===== config.mk =====
export PLATFORM = sky130hd
export DESIGN_NAME = aesRegs
export DESIGN_NICKNAME = d
export VERILOG_FILES = /design/src/hw/aesTypesPkg.sv /design/src/hw/aesRegsPkg.sv /design/src/hw/aesRegs.sv
export VERILOG_INCLUDE_DIRS = /design/src /design/src/hw
export SDC_FILE = /design/constraint.sdc
export NUM_CORES = 1
export LEC_CHECK = 0
export BUFFER_PORTS_ARGS = -buffer_cell sky130_fd_sc_hd__buf_2
export CORE_AREA = 2 2 186 188
export DETAILED_ROUTE_END_ITERATION = 12
export DIE_AREA = 0 0 188 190
export GPL_TIMING_DRIVEN = 0
export PLACE_DENSITY_LB_ADDON = 0.08
export SKIP_LAST_GASP = 1
export SLEW_MARGIN = 30
export SYNTH_ARGS = -nofsm -noshare
export SYNTH_HDL_FRONTEND = slang
export SYNTH_SLANG_ARGS = --single-unit
export TNS_END_PERCENT = 100

===== constraint.sdc =====
create_clock -name clk -period 2 [get_ports clk]
set_input_delay 0.1 -clock clk [delete_from_list [all_inputs] [get_ports clk]]
set_output_delay 0.1 -clock clk [all_outputs]
set_load 0.02 [all_outputs]

===== src/hw/aes_config.svh =====
`ifndef AES_CONFIG_SVH
`define AES_CONFIG_SVH

// Key length in bits
`define AES_KEY_BITS 128
// Rounds for a 128-bit key
`define AES_ROUNDS 10
// Byte address width of the register window
`define AES_ADDR_BITS 6

// Word 0 of each block holds its top 32 bits
`define AES_KEY_BASE 6'h00
`define AES_DIN_BASE 6'h10
`define AES_DOUT_BASE 6'h20
`define AES_CTRL 6'h30
`define AES_STAT 6'h34

`endif


===== src/hw/aesTypesPkg.sv =====
package aesTypesPkg;

  // One byte of cipher state
  typedef logic [7:0] byteT;

  // Column word with row 0 in the top byte
  typedef byteT [0:3] colT;

  // Cipher state
  // AES byte n sits at bytes[n] and column c at cols[c]
  typedef union packed {
    byteT [0:15] bytes;
    colT [0:3] cols;
  } blockT;

  // Product in GF(2^8) modulo x^8 + x^4 + x^3 + x + 1
  function automatic byteT gfMul(byteT a, byteT b);
    byteT acc;
    byteT sh;
    acc = '0;
    sh = a;
    for (int i = 0; i < 8; i++) begin
      if (b[i]) begin
        acc = acc ^ sh;
      end
      // Double and reduce
      sh = {sh[6:0], 1'b0} ^ (sh[7] ? 8'h1b : 8'h00);
    end
    return acc;
  endfunction

endpackage


===== src/hw/aesRegsPkg.sv =====
`include "aes_config.svh"

package aesRegsPkg;

  // Byte address on the AXI4-Lite port
  typedef logic [`AES_ADDR_BITS-1:0] addrT;

  // Cipher direction
  typedef enum logic {
    opEncrypt = 1'b0,
    opDecrypt = 1'b1
  } aesOpT;

  // Control word
  typedef struct packed {
    logic [29:0] rsvd;
    aesOpT op;
    logic start;
  } ctrlT;

  // Status word
  typedef struct packed {
    logic [29:0] rsvd;
    logic done;
    logic busy;
  } statT;

  // Decoded register group
  typedef enum logic [2:0] {
    selKey, selDin, selDout, selCtrl, selStat, selNone
  } regSelT;

endpackage


===== src/hw/aesRegs.sv =====
`timescale 1ns/100ps
`include "aes_config.svh"

module aesRegs import aesRegsPkg::*; import aesTypesPkg::*; (
  input  logic                     clk,
  input  logic                     reset,
  input  addrT                     awaddr,
  input  logic                     awvalid,
  output logic                     awready,
  input  logic [31:0]              wdata,
  input  logic [3:0]               wstrb,
  input  logic                     wvalid,
  output logic                     wready,
  output logic [1:0]               bresp,
  output logic                     bvalid,
  input  logic                     bready,
  input  addrT                     araddr,
  input  logic                     arvalid,
  output logic                     arready,
  output logic [31:0]              rdata,
  output logic [1:0]               rresp,
  output logic                     rvalid,
  input  logic                     rready,
  output logic                     start,
  output aesOpT                    op,
  output logic [`AES_KEY_BITS-1:0] key,
  output blockT                    dataIn,
  input  logic                     busy,
  input  logic                     done,
  input  blockT                    dataOut
);

  // Word 0 is the top of the key
  logic [0:3][31:0] keyWords;
  blockT       dinReg;
  // Result captured on done
  blockT       doutReg;
  aesOpT       opReg;
  logic        startReg;
  // Set by done and cleared by the next start
  logic        doneSticky;
  logic        wrAccept;
  logic        rdAccept;
  logic        wrEn;
  logic        rdEn;
  regSelT      wrSel;
  regSelT      rdSel;
  ctrlT        wrCtrl;
  ctrlT        rdCtrl;
  statT        rdStat;
  logic [31:0] rdMux;

  // Address to register group
  function automatic regSelT decode(addrT a);
    addrT base;
    addrT word;
    base = {a[`AES_ADDR_BITS-1:4], 4'h0};
    word = {a[`AES_ADDR_BITS-1:2], 2'b00};
    if (base == `AES_KEY_BASE) return selKey;
    else if (base == `AES_DIN_BASE) return selDin;
    else if (base == `AES_DOUT_BASE) return selDout;
    else if (word == `AES_CTRL) return selCtrl;
    else if (word == `AES_STAT) return selStat;
    else return selNone;
  endfunction

  // Both channels together and nothing pending
  assign wrAccept = awvalid && wvalid && !awready && !bvalid;
  assign rdAccept = arvalid && !arready && !rvalid;
  assign wrEn     = awready && awvalid && wvalid;
  assign rdEn     = arready && arvalid;
  assign wrSel    = decode(awaddr);
  assign rdSel    = decode(araddr);
  assign wrCtrl   = ctrlT'(wdata);

  // Start always reads back as zero
  assign rdCtrl = '{rsvd: '0, op: opReg, start: 1'b0};
  assign rdStat = '{rsvd: '0, done: doneSticky, busy: busy};

  always_comb begin
    case (rdSel)
      selKey:  rdMux = keyWords[araddr[3:2]];
      selDin:  rdMux = dinReg.cols[araddr[3:2]];
      selDout: rdMux = doutReg.cols[araddr[3:2]];
      selCtrl: rdMux = rdCtrl;
      selStat: rdMux = rdStat;
      default: rdMux = '0;
    endcase
  end

  always_ff @(posedge clk) begin
    if (reset) begin
      awready    <= 1'b0;
      wready     <= 1'b0;
      bvalid     <= 1'b0;
      arready    <= 1'b0;
      rvalid     <= 1'b0;
      rdata      <= '0;
      keyWords   <= '0;
      dinReg     <= '0;
      doutReg    <= '0;
      opReg      <= opEncrypt;
      startReg   <= 1'b0;
      doneSticky <= 1'b0;
    end else begin
      awready <= wrAccept;
      wready  <= wrAccept;
      arready <= rdAccept;
      // Response held until taken
      if (wrEn) bvalid <= 1'b1;
      else if (bready) bvalid <= 1'b0;
      if (rdEn) begin
        rvalid <= 1'b1;
        rdata  <= rdMux;
      end else if (rready) begin
        rvalid <= 1'b0;
      end
      // Start while busy is dropped
      startReg <= wrEn && (wrSel == selCtrl) && wrCtrl.start && !busy;
      if (wrEn) begin
        case (wrSel)
          selKey:  keyWords[awaddr[3:2]] <= wdata;
          selDin:  dinReg.cols[awaddr[3:2]] <= wdata;
          selCtrl: opReg <= wrCtrl.op;
          default: ;
        endcase
      end
      if (done) begin
        doneSticky <= 1'b1;
        doutReg    <= dataOut;
      end else if (startReg) begin
        doneSticky <= 1'b0;
      end
    end
  end

  assign bresp  = 2'b00;
  assign rresp  = 2'b00;
  assign start  = startReg;
  assign op     = opReg;
  assign key    = keyWords;
  assign dataIn = dinReg;

endmodule


# --- Word level (Yosys, flattened, before mapping) ---
# Cells that the tools add are included.
word_totals:
  reg_bits: 423
  output_inout_bits: 299
op_classes:
  n_lt_le_gt_ge: 3
  n_eq_ne: 14
  n_mux: 30
  bitwise: 2
  n_reduce_logical: 27
op_table:
  columns: ["cell", "n"]
  rows:
  - ["bitwise mux 128 bit", 2]
  - ["2-to-1 mux 32 bit", 7]
  - ["binary-select mux 32 bit (select 2 bit)", 3]
  - ["one-hot mux 32 bit (5 select lines)", 1]
  - ["demux 32 bit (select 2 bit)", 1]
  - ["2-to-1 mux 3 bit", 8]
  - ["== test 4 bit (second input constant)", 4]
  - ["logical AND 1 bit", 12]
  - ["== test 3 x 2 -> 1 bit (second input constant)", 3]
  - ["2-to-1 mux 1 bit", 8]
  - ["== test 3 x 1 -> 1 bit (second input constant)", 2]
  - [">= comparator 3 bit (second input constant)", 2]
  - ["zero test 3 bit", 2]
  - ["NOT 2 -> 3 bit", 2]
  - ["AND reduction 2 bit", 3]
  - ["nonzero test 2 bit", 3]
  - ["zero test 1 bit", 5]
  - ["== test 2 x 1 -> 1 bit (second input constant)", 2]
  - ["== test 2 bit (second input constant)", 2]
  - ["zero test 2 bit", 2]
  - ["== test 3 bit (second input constant)", 1]
  - ["< comparator 3 x 1 -> 1 bit (second input constant)", 1]

# --- Logic depth before layout (Yosys ltp) ---
depth:
  depth_word: 10
  ltp_mapped: 8
  depth_no_buf: 7

# --- Least setup slack after synthesis ---
# No wires, ideal clock.
synth_timing:
  path_type: "reg2reg"
  start: "register, netlist name wready"
  end: "register dinReg (netlist bit dataIn[44])"
  setup_ns: 0.070
  arrival_ns: 1.680
  t_required_ns: 1.930
  setup_slack_ns: 0.250
  stages_incl_launch_ff: 6
  synth_period_minus_slack_ns: 1.750
  path_cell_list: "dfxtp_1 -> nand4b_1 -> nor4b_1 -> clkbuf_1 -> nand2_1 -> a21oi_1"
synth_lines:
  columns: ["element", "line_no", "text"]
  rows:
  - ["to (decl)", "aesRegs.sv:35", "blockT dinReg;"]

# --- Worst setup path after layout ---
layout_timing:
  start: "input araddr[4]"
  end: "register rdata[9]"
layout_between:
  elab_chain_cells: 8
  word_cells_on_any_way: 16
  cone_classes: "eq/ne: 8; mux: 6; reduce/logical: 2"
layout_rtl:
  columns: ["element", "line_no", "text"]
  rows:
  - ["from (decl)", "aesRegs.sv:17", "input addrT araddr,"]
  - ["== test 4 bit (no source line)", null, null]
  - ["2-to-1 mux 1 bit", "aesRegs.sv:63", "else if (word == `AES_STAT) return selStat;"]
  - ["2-to-1 mux 3 bit", "aesRegs.sv:62", "else if (word == `AES_CTRL) return selCtrl;"]
  - ["2-to-1 mux 3 bit", "aesRegs.sv:61", "else if (base == `AES_DOUT_BASE) return selDout;"]
  - ["2-to-1 mux 3 bit", "aesRegs.sv:60", "else if (base == `AES_DIN_BASE) return selDin;"]
  - ["2-to-1 mux 3 bit (*)", "aesRegs.sv:59", "if (base == `AES_KEY_BASE) return selKey;"]
  - ["== test 3 bit, or another cell as far along", "aesRegs.sv:81", "case (rdSel)"]
  - ["one-hot mux 32 bit (5 select lines) (*)", "aesRegs.sv:81", null]
  - ["to (signal assigned)", "aesRegs.sv:114", "rdata <= rdMux;"]
  - ["to (decl)", "aesRegs.sv:20", "output logic [31:0] rdata,"]
# Mark *: on every way between the ends. The rest lies on a longest branch, timed or not.
# A chain may end at the register's enable or synchronous reset.

==> impl_metrics.toml <==
[grt]
grt_pass1_wl_um = 108000
first_global_vias = 16900
overflow = 0
grt_max_degree = 14
antenna_found_initial = 1
grt_usage_pct = 40.3

[die]
initial_core_util_pct = 52.2
fp.dieW_um = 188
io_pins = 484
die_h_um = 190
row_count = 68
core_um2 = 33900
die_area_um2 = 35700

[min_path]
hold_end = "key[32]"
holdCritStartpoint = "wdata[0]"
min_path_type = "input pin to flip-flop"
worstHoldPathCells = 3

[sta]
rsz0062_at_grt = "yes"
slew_headroom_pct = 33.8
post-route-period-util_pct = 99.1
fmax_ghz = 0.504
setup_viol = 0
worst_pin_slew_ns = 0.994
slew_violations = 0
min_period_ns = 1.98
finalHoldViolCount = 0
fin_skew_ns = 0.0137

[drt]
vias = 18000
drt_iter0_markers = 1638
drc = 0
antenna_left = 0
viasPerCell = 5.67
wl_per_cell_um = 23.6
first_pass_iters = 5
wirelength_um = 74900

[placement]
gp_congestion = 0.972
dp_hpwl_um = 54900
io_buffers = 437
dpl-instance-area_um2 = 20500

[power_and_ir_drop]
vdd_drop_max_mv = 0.562
cellLeakagePower_nw = 10.3
total_power_w = 0.0191
power_density_nw_per_um2 = 801

[cells_and_area]
stdcell_area_um2 = 23800
syn2layout_area_growth_pct = 34.4
num-fill-cells = 2661
nets = 2882
final_util_pct = 70.2
drive_gt1_share_pct = 24.0

[synth]
yosys.area.top_type = "dfxtp_1"
ys_seq_area_share_pct = 47.8
syn_inst = 2038
synth_ff_type = "dfxtp_1"
synth_edf_count = 0
netlist_top_cells_area = "dfxtp_1, mux2i_1, nand2_1"
synth.top_cell.area_share_pct = 47.8
async_flop_share_pct = 0
synth_cell_types = 42
yosysWarnings = 0
synth-seq-cells = 423
netlist_area_um2 = 17700
syn_avg_cell_area_um2 = 8.70

[setup_path]
worstPathCellList = "buf_2 > inv_1 > ha_1 > nand2b_1 > clkbuf_1 > clkbuf_1 > o22ai_1 > a211oi_1 > o21ai_1"
r2r-end = "key[101]"
cp-end-kind = "flip-flop"
critPathMostFrequentCell = "clkbuf_1"
r2r-start = "wready"
crit_fanout = 10
slowest_delay_ns = 0.67
criticalPathCategory = "input pin to flip-flop"
worstSetupStartpointType = "input pin"
crit_start = "araddr[4]"
r2r_setup_slack_ns = 0.05
crit_slowest_cell = "clkbuf_1"
cp.arrival_ns = 2.42
cp.required_ns = 2.43
rr_worst_depth = 6

[job]
drv_cap = 0

[clock_network]
cts_tree = "done"
clock_latency_ns = 0.55
clk_pin_slew_ns = 0.06
clkSinkCount = 423
cts_root_buffer = "clkbuf_16"
cts_htree_levels = 2
cts-buffers-inserted = 44
clk_path_buf_depth = 3

[status]
status = "finished, final reports clean"
flip-flops by register name (all words and copies together), names as in the netlist:
name and cells:
op 1, start 1, arready 1, key 128, wready 1, doutReg 128
doneSticky 1, bvalid 1, rvalid 1, rdata 32, dataIn 128
placed cells by master, fill, tap and decap left out, drive strengths merged, types with 3 or more instances in the layout:
master / count
inv: 5
nand3b: 4
bufinv: 6
mux2i: 259
clkbuf: 164
nor2: 138
buf: 527
conb: 4
a211oi: 31
ha: 6
dfxtp: 423
a21oi: 261
o21ai: 32
o22ai: 63
dlygate4sd3: 168
clkinv: 8
nor4b: 4
nand2b: 6
nand2: 552
nor3b: 3
mux4: 31
nand3: 4
critical path, delay by kind of cell:
kind                       cells  cell delay [ns]
buffers and inverters          4             1.32
AOI/OAI and AO/OA              3             0.64
adders and majority gates      1             0.26
and+or+nand+nor                1             0.09
worst max-delay path by stage:
stage                       end  slack, ns
floorplan            dataIn[44]       0.25
global placement       rdata[1]      -0.47
detailed placement    rdata[15]      -0.49
CTS                  dataIn[50]      -0.03
global route        dataIn[110]      -0.04
finish                 rdata[9]       0.02
cell type report:
class | count | area (um^2) | area share (%)
diodes | 2 | 5.00 | 0.0210
plain buffers | 191 | 926 | 3.89
clock buffers | 62 | 1290 | 5.42
clock inverters | 14 | 220 | 0.924
inverters | 5 | 18.8 | 0.0788
multi-input cells | 1420 | 8450 | 35.5
flip-flops and latches | 423 | 8470 | 35.6
well taps | 455 | 569 | 2.39
repair buffers | 606 | 3880 | 16.3
through the flow:
stage	hold WS, ns	setup TNS, ns	setup WS (ns)	instances
floorplan	0.177	0	0.250	2041
global placement	0.295	-23.64	-0.466	2933
detailed placement	0.303	-32.92	-0.485	2933
CTS	0.000369	-0.0756	-0.0262	3178
global route	0.0495	-0.437	-0.0445	3177
finish	0.0333	0	0.0175	3178
layer usage:
layer	share of wire, %	track usage, %	up-vias
met2	46	65.8	1012
met1	40	52.8	8611
li1	-	-	8216
met3	9.5	7.19	167
met4	4.2	16.9	0
met5	0	0	-
cells in the mapped netlist (all sizes together) (3+ instances only):
library cell,n
inv,5
o22ai,63
a211oi,31
dfxtp,423
a21oi,261
nand2b,6
nor4b,4
mux2i,259
nor2,138
nand2,552
clkbuf,102
o21ai,32
mux4,31
buf,91
ha,6
nor3b,3
nand3b,4
nand3,4
power by group:
part | internal [W] | switching, W | leakage [nW]
Combinational | 0.000725 | 0.000990 | 6.15
Clock | 0.00524 | 0.00342 | 0.751
Sequential | 0.00859 | 0.000101 | 3.43
Total | 0.0146 | 0.00451 | 10.3
cell families after synthesis:
kind of cell	share of synthesized area, %
muxes	18.6
xor gates and xnor gates	0.0494
and+or+nand+nor	16.0
adders and majority gates	0.424
AOI/OAI and AO/OA	12.2
buffers and inverters	4.93
other	0.0212
DFF	47.8
what timing repair did:
item	4_1_cts	5_1_grt
gates cloned	0	0
hold buffers	168	0
gates resized for setup	15	76
setup endpoints to repair	185	232
buffers inserted	1	0
hold endpoints to repair	378	0
pin swaps	1	1
Note: power is estimated with default switching activity, not from simulation.
