[src/hw/aes_config.svh]
`ifndef AES_CONFIG_SVH
`define AES_CONFIG_SVH

// Key length in bits
`define AES_KEY_BITS 128
// Rounds for a 128-bit key
`define AES_ROUNDS 10
// Byte address width of the register window
`define AES_ADDR_BITS 6

// Word 0 of each block holds its top 32 bits
`define AES_KEY_BASE 6'h00
`define AES_DIN_BASE 6'h10
`define AES_DOUT_BASE 6'h20
`define AES_CTRL 6'h30
`define AES_STAT 6'h34

`endif

[src/hw/aesTypesPkg.sv]
package aesTypesPkg;

  // One byte of cipher state
  typedef logic [7:0] byteT;

  // Column word with row 0 in the top byte
  typedef byteT [0:3] colT;

  // Cipher state
  // AES byte n sits at bytes[n] and column c at cols[c]
  typedef union packed {
    byteT [0:15] bytes;
    colT [0:3] cols;
  } blockT;

  // Product in GF(2^8) modulo x^8 + x^4 + x^3 + x + 1
  function automatic byteT gfMul(byteT a, byteT b);
    byteT acc;
    byteT sh;
    acc = '0;
    sh = a;
    for (int i = 0; i < 8; i++) begin
      if (b[i]) begin
        acc = acc ^ sh;
      end
      // Double and reduce
      sh = {sh[6:0], 1'b0} ^ (sh[7] ? 8'h1b : 8'h00);
    end
    return acc;
  endfunction

endpackage

[src/hw/aesRegsPkg.sv]
`include "aes_config.svh"

package aesRegsPkg;

  // Byte address on the AXI4-Lite port
  typedef logic [`AES_ADDR_BITS-1:0] addrT;

  // Cipher direction
  typedef enum logic {
    opEncrypt = 1'b0,
    opDecrypt = 1'b1
  } aesOpT;

  // Control word
  typedef struct packed {
    logic [29:0] rsvd;
    aesOpT op;
    logic start;
  } ctrlT;

  // Status word
  typedef struct packed {
    logic [29:0] rsvd;
    logic done;
    logic busy;
  } statT;

  // Decoded register group
  typedef enum logic [2:0] {
    selKey, selDin, selDout, selCtrl, selStat, selNone
  } regSelT;

endpackage

[src/hw/aesSbox.sv]
`timescale 1ns/100ps

module aesSbox import aesTypesPkg::*; (
  input  byteT inByte,
  input  logic inverse,
  output byteT outByte
);

  // Operand of the field inverse
  byteT invIn;
  // Powers of invIn on the way to invIn^254
  byteT p2, p3, p6, p12, p15, p30, p60, p120, p240, p252, p254;

  // Byte rotate left
  function automatic byteT rotl(byteT v, int unsigned n);
    return (v << n) | (v >> (8 - n));
  endfunction

  // Inverse box undoes the affine map before inverting
  assign invIn = inverse ?
                 (rotl(inByte, 1) ^ rotl(inByte, 3) ^ rotl(inByte, 6) ^ 8'h05) :
                 inByte;

  // a^254 equals a^-1 in GF(2^8) and maps zero to zero
  assign p2   = gfMul(invIn, invIn);
  assign p3   = gfMul(p2, invIn);
  assign p6   = gfMul(p3, p3);
  assign p12  = gfMul(p6, p6);
  assign p15  = gfMul(p12, p3);
  assign p30  = gfMul(p15, p15);
  assign p60  = gfMul(p30, p30);
  assign p120 = gfMul(p60, p60);
  assign p240 = gfMul(p120, p120);
  // 240 + 12 then + 2
  assign p252 = gfMul(p240, p12);
  assign p254 = gfMul(p252, p2);

  // Forward box applies the affine map after the inverse
  assign outByte = inverse ? p254 :
                   (p254 ^ rotl(p254, 1) ^ rotl(p254, 2) ^ rotl(p254, 3) ^
                    rotl(p254, 4) ^ 8'h63);

endmodule

[src/hw/keyExpand.sv]
`timescale 1ns/100ps
`include "aes_config.svh"

module keyExpand import aesTypesPkg::*; import aesRegsPkg::*; (
  input  logic                     clk,
  input  logic                     reset,
  input  logic                     load,
  input  logic                     step,
  input  aesOpT                    op,
  input  logic [`AES_KEY_BITS-1:0] key,
  output blockT                    roundKey,
  output logic                     ready
);

  // Last count of the forward run ahead of a decrypt
  localparam logic [3:0] lastStep = 4'(`AES_ROUNDS - 1);

  typedef enum logic [1:0] {kIdle, kPrerun, kReady} keyStateT;

  keyStateT   kState;
  aesOpT      opReg;
  logic [3:0] stepCnt;
  // Current round key
  blockT      rk;
  blockT      rkNext;
  // Constant that produced the current round key
  byteT       rcon;
  byteT       rconUse;
  logic       advance;
  logic       backward;
  colT        lastWord;
  colT        rotWord;
  colT        subWord;
  colT        mixWord;

  // Constant divided by x in GF(2^8)
  function automatic byteT halve(byteT v);
    return v[0] ? (((v ^ 8'h1b) >> 1) | 8'h80) : (v >> 1);
  endfunction

  // Decrypt walks back once the forward run has ended
  assign backward = (kState == kReady) && (opReg == opDecrypt);
  assign advance  = (kState == kPrerun) || ((kState == kReady) && step);

  // Forward uses the next constant
  // backward uses the one stored with the key
  assign rconUse = backward ? rcon : gfMul(rcon, 8'h02);

  // Old last word comes back as the XOR of the two newest words
  assign lastWord = backward ? (rk.cols[3] ^ rk.cols[2]) : rk.cols[3];
  // RotWord
  assign rotWord  = {lastWord[1], lastWord[2], lastWord[3], lastWord[0]};

  // SubWord
  for (genvar i = 0; i < 4; i++) begin : gSub
    aesSbox i_sbox (
      .inByte  (rotWord[i]),
      .inverse (1'b0),
      .outByte (subWord[i])
    );
  end

  // Constant lands on the top byte only
  assign mixWord = subWord ^ {rconUse, 24'h000000};

  always_comb begin
    if (backward) begin
      // Undo the chained XORs from the top word down
      rkNext.cols[3] = rk.cols[3] ^ rk.cols[2];
      rkNext.cols[2] = rk.cols[2] ^ rk.cols[1];
      rkNext.cols[1] = rk.cols[1] ^ rk.cols[0];
      rkNext.cols[0] = rk.cols[0] ^ mixWord;
    end else begin
      // Each word folds in the new word before it
      rkNext.cols[0] = rk.cols[0] ^ mixWord;
      rkNext.cols[1] = rk.cols[1] ^ rkNext.cols[0];
      rkNext.cols[2] = rk.cols[2] ^ rkNext.cols[1];
      rkNext.cols[3] = rk.cols[3] ^ rkNext.cols[2];
    end
  end

  always_ff @(posedge clk) begin
    if (reset) begin
      kState  <= kIdle;
      opReg   <= opEncrypt;
      stepCnt <= '0;
      rk      <= '0;
      rcon    <= '0;
    end else if (load) begin
      rk      <= key;
      // x^-1 so that the first doubling gives 0x01
      rcon    <= 8'h8d;
      opReg   <= op;
      stepCnt <= '0;
      kState  <= (op == opDecrypt) ? kPrerun : kReady;
    end else if (advance) begin
      rk   <= rkNext;
      rcon <= backward ? halve(rcon) : rconUse;
      if (kState == kPrerun) begin
        stepCnt <= stepCnt + 4'd1;
        // Park on the last round key
        if (stepCnt == lastStep) begin
          kState <= kReady;
        end
      end
    end
  end

  assign roundKey = rk;
  assign ready    = (kState == kReady);

endmodule

[config.mk]
export PLATFORM = sky130hd
export DESIGN_NAME = keyExpand
export DESIGN_NICKNAME = d
export VERILOG_FILES = /design/src/hw/aesTypesPkg.sv /design/src/hw/aesRegsPkg.sv /design/src/hw/aesSbox.sv /design/src/hw/keyExpand.sv
export VERILOG_INCLUDE_DIRS = /design/src /design/src/hw
export SDC_FILE = /design/constraint.sdc
export NUM_CORES = 2
export LEC_CHECK = 0
export ABC_CLOCK_PERIOD_IN_PS = 29800
export BUFFER_PORTS_ARGS = -buffer_cell sky130_fd_sc_hd__buf_2
export CORE_MARGIN = 3
export CORE_UTILIZATION = 50
export CTS_BUF_LIST = sky130_fd_sc_hd__clkbuf_2
export CTS_CLUSTER_DIAMETER = 80
export DETAILED_ROUTE_END_ITERATION = 10
export PLACE_DENSITY = 0.67
export REMOVE_ABC_BUFFERS = 1
export SLEW_MARGIN = 20
export SYNTH_ARGS = -nofsm -noshare
export SYNTH_HDL_FRONTEND = slang
export SYNTH_SLANG_ARGS = --single-unit
[constraint.sdc]
create_clock -name clk -period 29.8 [get_ports clk]
set_input_delay 7.45 -clock clk [delete_from_list [all_inputs] [get_ports clk]]
set_output_delay 7.45 -clock clk [all_outputs]
set_load 0.02 [all_outputs]
Word level (Yosys, flattened, before mapping)
Index checks and enable logic that the tools add are counted.
- bits in registers: 143
- input port bits: 133
- output and inout bits: 129
- logic and storage cells: 1356
- $add $sub $neg: 1
- eq/ne operators: 3
- multiplexer cells: 675
- bitwise gates (word level): 662
- reduce and logical (&&, ||, !) cells: 9
- operator list (operator ; count):
    $xor 8x8->8 ; 632
    $mux 8 ; 357
    $mux 5 ; 309
    $mux 128 ; 2
    $xor 32x32->32 ; 8
    $mux 96 ; 1
    $mux 32 ; 1
    $or 8x1->8 ; 4
    $or 8x2->8 ; 4
    $or 8x3->8 ; 4
    $or 8x4->8 ; 4
    $not 4->4 ; 5
    $mux 2 ; 5
    $xor 8x5->8 ; 1
    $reduce_bool 2->1 ; 3
    $add 4x1->4 const B ; 1
    $eq 4x4->1 const B ; 1
    $reduce_and 3->1 ; 1
    $eq 2x1->1 const B ; 1
    $eq 2x2->1 const B ; 1
    $logic_and 1x1->1 ; 2
    $reduce_and 2->1 ; 1
    $reduce_or 2->1 ; 1
    $logic_or 1x1->1 ; 1

Depth between registers and ports, before layout
- depth after elaboration: 193
- gate-level depth with buffers: 92
- mapped depth without buffers: 77

Cells and area by module
Synthesis repeated with hierarchy kept, for this count alone.
- cell total of the unflattened synthesis: 7355
- area total of the unflattened synthesis: 59824.9 um2
- modules (own cells, without submodules) (module ; times used ; cells an instance ; area an instance (um2) ; seq. area each (um2)):
    aesSbox ; 4 ; 1509 ; 12453.2 ; 0.0
    keyExpand ; 1 ; 1319 ; 10012.1 ; 2862.7

Worst setup path after synthesis
OpenSTA, ideal clock, no wires.
- kind: register to register
- start: register opReg
- end: register rk (netlist bit roundKey[14])
- library setup time: 0.086 ns
- arrival: 20.528 ns
- data required time: 29.714 ns
- setup slack: 9.187 ns
- stages on the path, launching flop included: 88
- buffers on the path: 14
- clock period less this slack: 20.613 ns
- cells stage by stage: dfxtp_1 buf_4 buf_6 nand4b_2 xor2_2 inv_2 buf_2 clkbuf_1 ha_1 buf_2 xor3_1 nor2_1 xnor3_1 and3_1 o221a_1 nor4_4 buf_4 buf_4 [52 not listed] xnor2_2 xnor3_1 xor2_1 o22ai_1 a31oi_1 xnor3_1 xor2_2 xnor3_1 nor2_1 xnor3_1 xnor3_2 xnor2_4 xnor3_1 xor3_1 or3_1 a21oi_1 xnor2_1 a211oi_1
- longest elaborated chain between the ends: 185
- elaborated cells on any way between the ends: 338
- those cells by class: 169 x mux; 168 x bitwise; 1 x reduce/logical
- ends and longest elaborated chain (element ; RTL line ; RTL):
    start, declared ; keyExpand.sv:21 ; aesOpT opReg;
    start signal, assigned ; keyExpand.sv:85 ; opReg <= opEncrypt;
    start signal, assigned ; keyExpand.sv:93 ; opReg <= op;
    $logic_and 1x1->1 * ; keyExpand.sv:42 ; assign backward = (kState == kReady) && (opReg == opDecrypt);
    $mux 32 ; keyExpand.sv:50 ; assign lastWord = backward ? (rk.cols[3] ^ rk.cols[2]) : rk.cols[3];
    $mux 5, or another cell as far along ; aesTypesPkg.sv:27 ; sh = {sh[6:0], 1'b0} ^ (sh[7] ? 8'h1b : 8'h00);
    $xor 8x8->8 (on tied branches) ; aesTypesPkg.sv:27, aesTypesPkg.sv:24 ;
    $xor 8x8->8 or $mux 8 (tied branches) ; aesTypesPkg.sv:24, aesTypesPkg.sv:23 ;
    $mux 8 or $xor 8x8->8 (tied branches) ; aesTypesPkg.sv:23, aesTypesPkg.sv:24 ;
    $xor 8x8->8 or $mux 8 (tied branches) ; aesTypesPkg.sv:24, aesTypesPkg.sv:23 ;
    $mux 8 or $xor 8x8->8 (tied branches) ; aesTypesPkg.sv:23, aesTypesPkg.sv:24 ;
    [169 not listed] ; - ;
    $xor 32x32->32 ; keyExpand.sv:64 ; assign mixWord = subWord ^ {rconUse, 24'h000000};
    $xor 32x32->32 ; keyExpand.sv:75 ; rkNext.cols[0] = rk.cols[0] ^ mixWord;
    $xor 32x32->32 ; keyExpand.sv:76 ; rkNext.cols[1] = rk.cols[1] ^ rkNext.cols[0];
    $xor 32x32->32 ; keyExpand.sv:77 ; rkNext.cols[2] = rk.cols[2] ^ rkNext.cols[1];
    $xor 32x32->32 ; keyExpand.sv:78 ; rkNext.cols[3] = rk.cols[3] ^ rkNext.cols[2];
    $mux 96 * ; keyExpand.sv:67 ; if (backward) begin
    $mux 128 * ; keyExpand.sv:96 ; end else if (advance) begin
    $mux 128 * ; keyExpand.sv:89 ; end else if (load) begin
    end signal, assigned ; keyExpand.sv:90 ; rk <= key;
    end signal, assigned ; keyExpand.sv:97 ; rk <= rkNext;
    end, declared ; keyExpand.sv:24 ; blockT rk;
Every way passes the cells marked *; elsewhere a longest branch is shown, timed or not. The select of a mux whose other input is x is not followed.
A chain may end at the register's enable or synchronous reset.

Final worst setup path
- start: register opReg
- end: register rk (netlist bit roundKey[51])
- longest elaborated chain between the ends: 183
- elaborated cells on any way between the ends: 336
- those cells by class: 169 x mux; 166 x bitwise; 1 x reduce/logical
- ends and longest elaborated chain (element ; RTL line ; RTL):
    $logic_and 1x1->1 * ; keyExpand.sv:42 ;
    $mux 32 ; keyExpand.sv:50 ;
    $mux 5, or another cell as far along ; aesTypesPkg.sv:27 ;
    $xor 8x8->8 (on tied branches) ; aesTypesPkg.sv:27, aesTypesPkg.sv:24 ;
    $xor 8x8->8 or $mux 8 (tied branches) ; aesTypesPkg.sv:24, aesTypesPkg.sv:23 ;
    $mux 8 or $xor 8x8->8 (tied branches) ; aesTypesPkg.sv:23, aesTypesPkg.sv:24 ;
    $xor 8x8->8 or $mux 8 (tied branches) ; aesTypesPkg.sv:24, aesTypesPkg.sv:23 ;
    $mux 8 or $xor 8x8->8 (tied branches) ; aesTypesPkg.sv:23, aesTypesPkg.sv:24 ;
    [164 not listed] ; - ;
    $xor 8x8->8 (4 in series) ; aesSbox.sv:40 ; (p254 ^ rotl(p254, 1) ^ rotl(p254, 2) ^ rotl(p254, 3) ^
    $xor 32x32->32 ; keyExpand.sv:64 ;
    $xor 32x32->32 ; keyExpand.sv:75 ;
    $xor 32x32->32 ; keyExpand.sv:76 ;
    $xor 32x32->32 ; keyExpand.sv:77 ;
    $mux 96 * ; keyExpand.sv:67 ;
    $mux 128 * ; keyExpand.sv:96 ;
    $mux 128 * ; keyExpand.sv:89 ;
Marks and branches as above.

==> results.ini <==
[cells_and_area]
nets = 7127
regArea_um2 = 2870
multi_input_area_um2 = 48600
area_growth_pct = 5.56
fillerInstances = 10147
drive_above_1_share_pct = 10.7

[sta]
tns_ns = 0
slew_violations = 0
finalSetupViolCount = 0
timing.final.crit_share_pct = 84.6
worstMarginPinSlew_ns = 1.18
hold_violations = 0
max_slew_margin_pct = 20.6
rsz0062_at_grt = false
clock_skew_ns = 0.0671
period_needed_ns = 25.21
max_freq_mhz = 39.7

[hold_path]
hold_class = flip-flop to flip-flop
hold_depth = 2
min_from = rcon[4]
whs_endpoint = rcon[4]

[placement]
gp_congestion = 0.979
port_buffers = 261
dp_hpwl_um = 124000

[synthesis]
avgSynthCellArea_um2 = 7.70
synth-edff-count = 0
syn_inst = 6959
synth_top_area_cell = xnor2_1
yosys_warnings = 0
ys_seq_area_share_pct = 5.34
synth_cell_types = 117
syn_area_um2 = 53600
postSynth.asyncResetShare_pct = 0
synthTopCellsByCount = xnor2_1, nor2_1, nand2_1
synth_top_flop_cell = dfxtp_1
synth_top_cell_area_share_pct = 23.5
yosysMostFrequentCell = xnor2_1
yosys-top-cells-area = xnor2_1, xnor3_1, xor2_1
ys_seq_elements = 143

[floorplan]
dieArea_um2 = 111000
io_pins = 262
start_util_pct = 50.6
die_w_um = 333
rows = 119
core_region_area_um2 = 106000
die_h_um = 333

[setup_path]
rr_startpoint = opReg
regToRegSetupSlack_ns = 4.59
cp_slowest_stage_delay_ns = 0.88
endpoint_kind = flip-flop
crit_top_cell = xnor2_1
required_ns = 30.80
reg2regPathDepth = 75
critical_path_class = flip-flop to flip-flop
worst-path-max-fanout = 35
cp.arrival_ns = 26.21
start_kind = flip-flop
reg2reg_to = roundKey[51]
cp_slowest_cell = xnor2_1

[clock_tree]
cts_max_level = 4
cts_buffer_depth = 2
ctsRootBufferMaster = clkbuf_2
cts_tree = yes
cts-resized-gates = 0
post_cts_buffers = 0
cts_buffers = 17
clock_sinks = 143
cts_hold_buf = 0
clock_latency_ns = 1.08
path_clk_slew_ns = 0.31

[detailed_routing]
routed_wl_um = 166000
drc = 0
vias_per_cell = 5.93
firstDrtPassIters = 6
antenna_left = 0
drt_iter0_drc = 4231
num_vias = 49653
routedWlPerCell_um = 19.8

[global_route]
track_usage_pct = 28.6
grt_max_degree = 85
grt_pass1_vias = 45269
grt_remaining_overflow = 0
antenna_found_initial = 13
grt_pass1_wl_um = 260000

[run_status]
status = finished, final reports clean

[flow_run]
maxCapViolCount = 0

## per-layer routing
layer | up-vias | global-route usage (%) | routed length, um
li1 | 23866 | - | -
met1 | 23691 | 39.8 | 73900
met2 | 1873 | 44.7 | 73500
met3 | 219 | 6.10 | 14500
met4 | 4 | 7.87 | 4280
met5 | - | 0 | 24
## flip-flops by register name, indices dropped and copies added, names as in the netlist
name      flops
kState        2
opReg         1
rcon          8
roundKey    128
stepCnt       4
## how the worst max path moves through the flow
stage | from | endpoint | slack, ns | cells past startpoint
finish | opReg | roundKey[51] | 4.59 | 75
global route | kState[0] | roundKey[51] | 2.70 | 74
CTS | opReg | roundKey[80] | 4.20 | 76
detailed placement | opReg | roundKey[80] | 4.27 | 76
global placement | opReg | roundKey[19] | 5.24 | 75
floorplan | opReg | roundKey[11] | 5.31 | 70
## through the flow
stage | instances | cell area (um^2) | util (%) | setup slack, ns | hold slack [ns]
finish | 8380 | 56600 | 53.4 | 4.59 | 0.519
global placement | 8336 | 56200 | 53.1 | 5.24 | 0.480
floorplan | 6501 | 51600 | - | 5.31 | 0.468
detailed placement | 8336 | 56200 | 53.1 | 4.27 | 0.494
global route | 8370 | 56500 | 53.4 | 2.70 | 0.547
CTS | 8368 | 56500 | 53.4 | 4.20 | 0.520
## layout make-up
type | instances | share of cell area, %
repair buffers | 444 | 4.75
clock inverters | 13 | 0.330
flip-flops and latches | 143 | 5.07
well taps | 1391 | 3.08
clock buffers | 19 | 0.168
multi-input cells | 6253 | 85.8
diodes | 12 | 0.0531
inverters | 105 | 0.706
## cells in the final DEF, fill, tap and decap left out, types with 162 or more instances in the layout
cell type / n
nor3_1: 162
nor2_1: 915
a21oi_1: 433
o21ai_0: 249
mux2i_1: 166
buf_4: 184
xnor2_1: 1418
xor2_1: 407
buf_2: 259
xnor3_1: 312
nand2_1: 674
## logic make-up (layout without fill, tap and decap cells)
logic type | Yosys count | in the layout | share of synthesized area, %
flops | 143 | 143 | 5.34
fa+ha+maj | 32 | 32 | 0.738
compound gates | 1382 | 1382 | 16.7
other cells | 0 | 12 | 0
xor+xnor | 2345 | 2345 | 49.7
buf+inv | 563 | 581 | 4.46
mux | 197 | 197 | 3.76
simple gates | 2297 | 2297 | 19.2
## worst max-delay path: cells and delay by family (launching register included)
family | cells | cell delay (ns)
buffers and inverters | 7 | 2.06
multiplexers | 2 | 0.44
adder cells (fa/ha/maj) | 6 | 2.63
AO/OA/AOI/OAI | 11 | 2.40
flip-flops | 1 | 0.36
AND/OR/NAND/NOR | 12 | 2.61
XOR/XNOR | 37 | 14.62
Power is not shown: default switching activity piles up to over one toggle a cycle in this logic, so the estimate is an artifact.
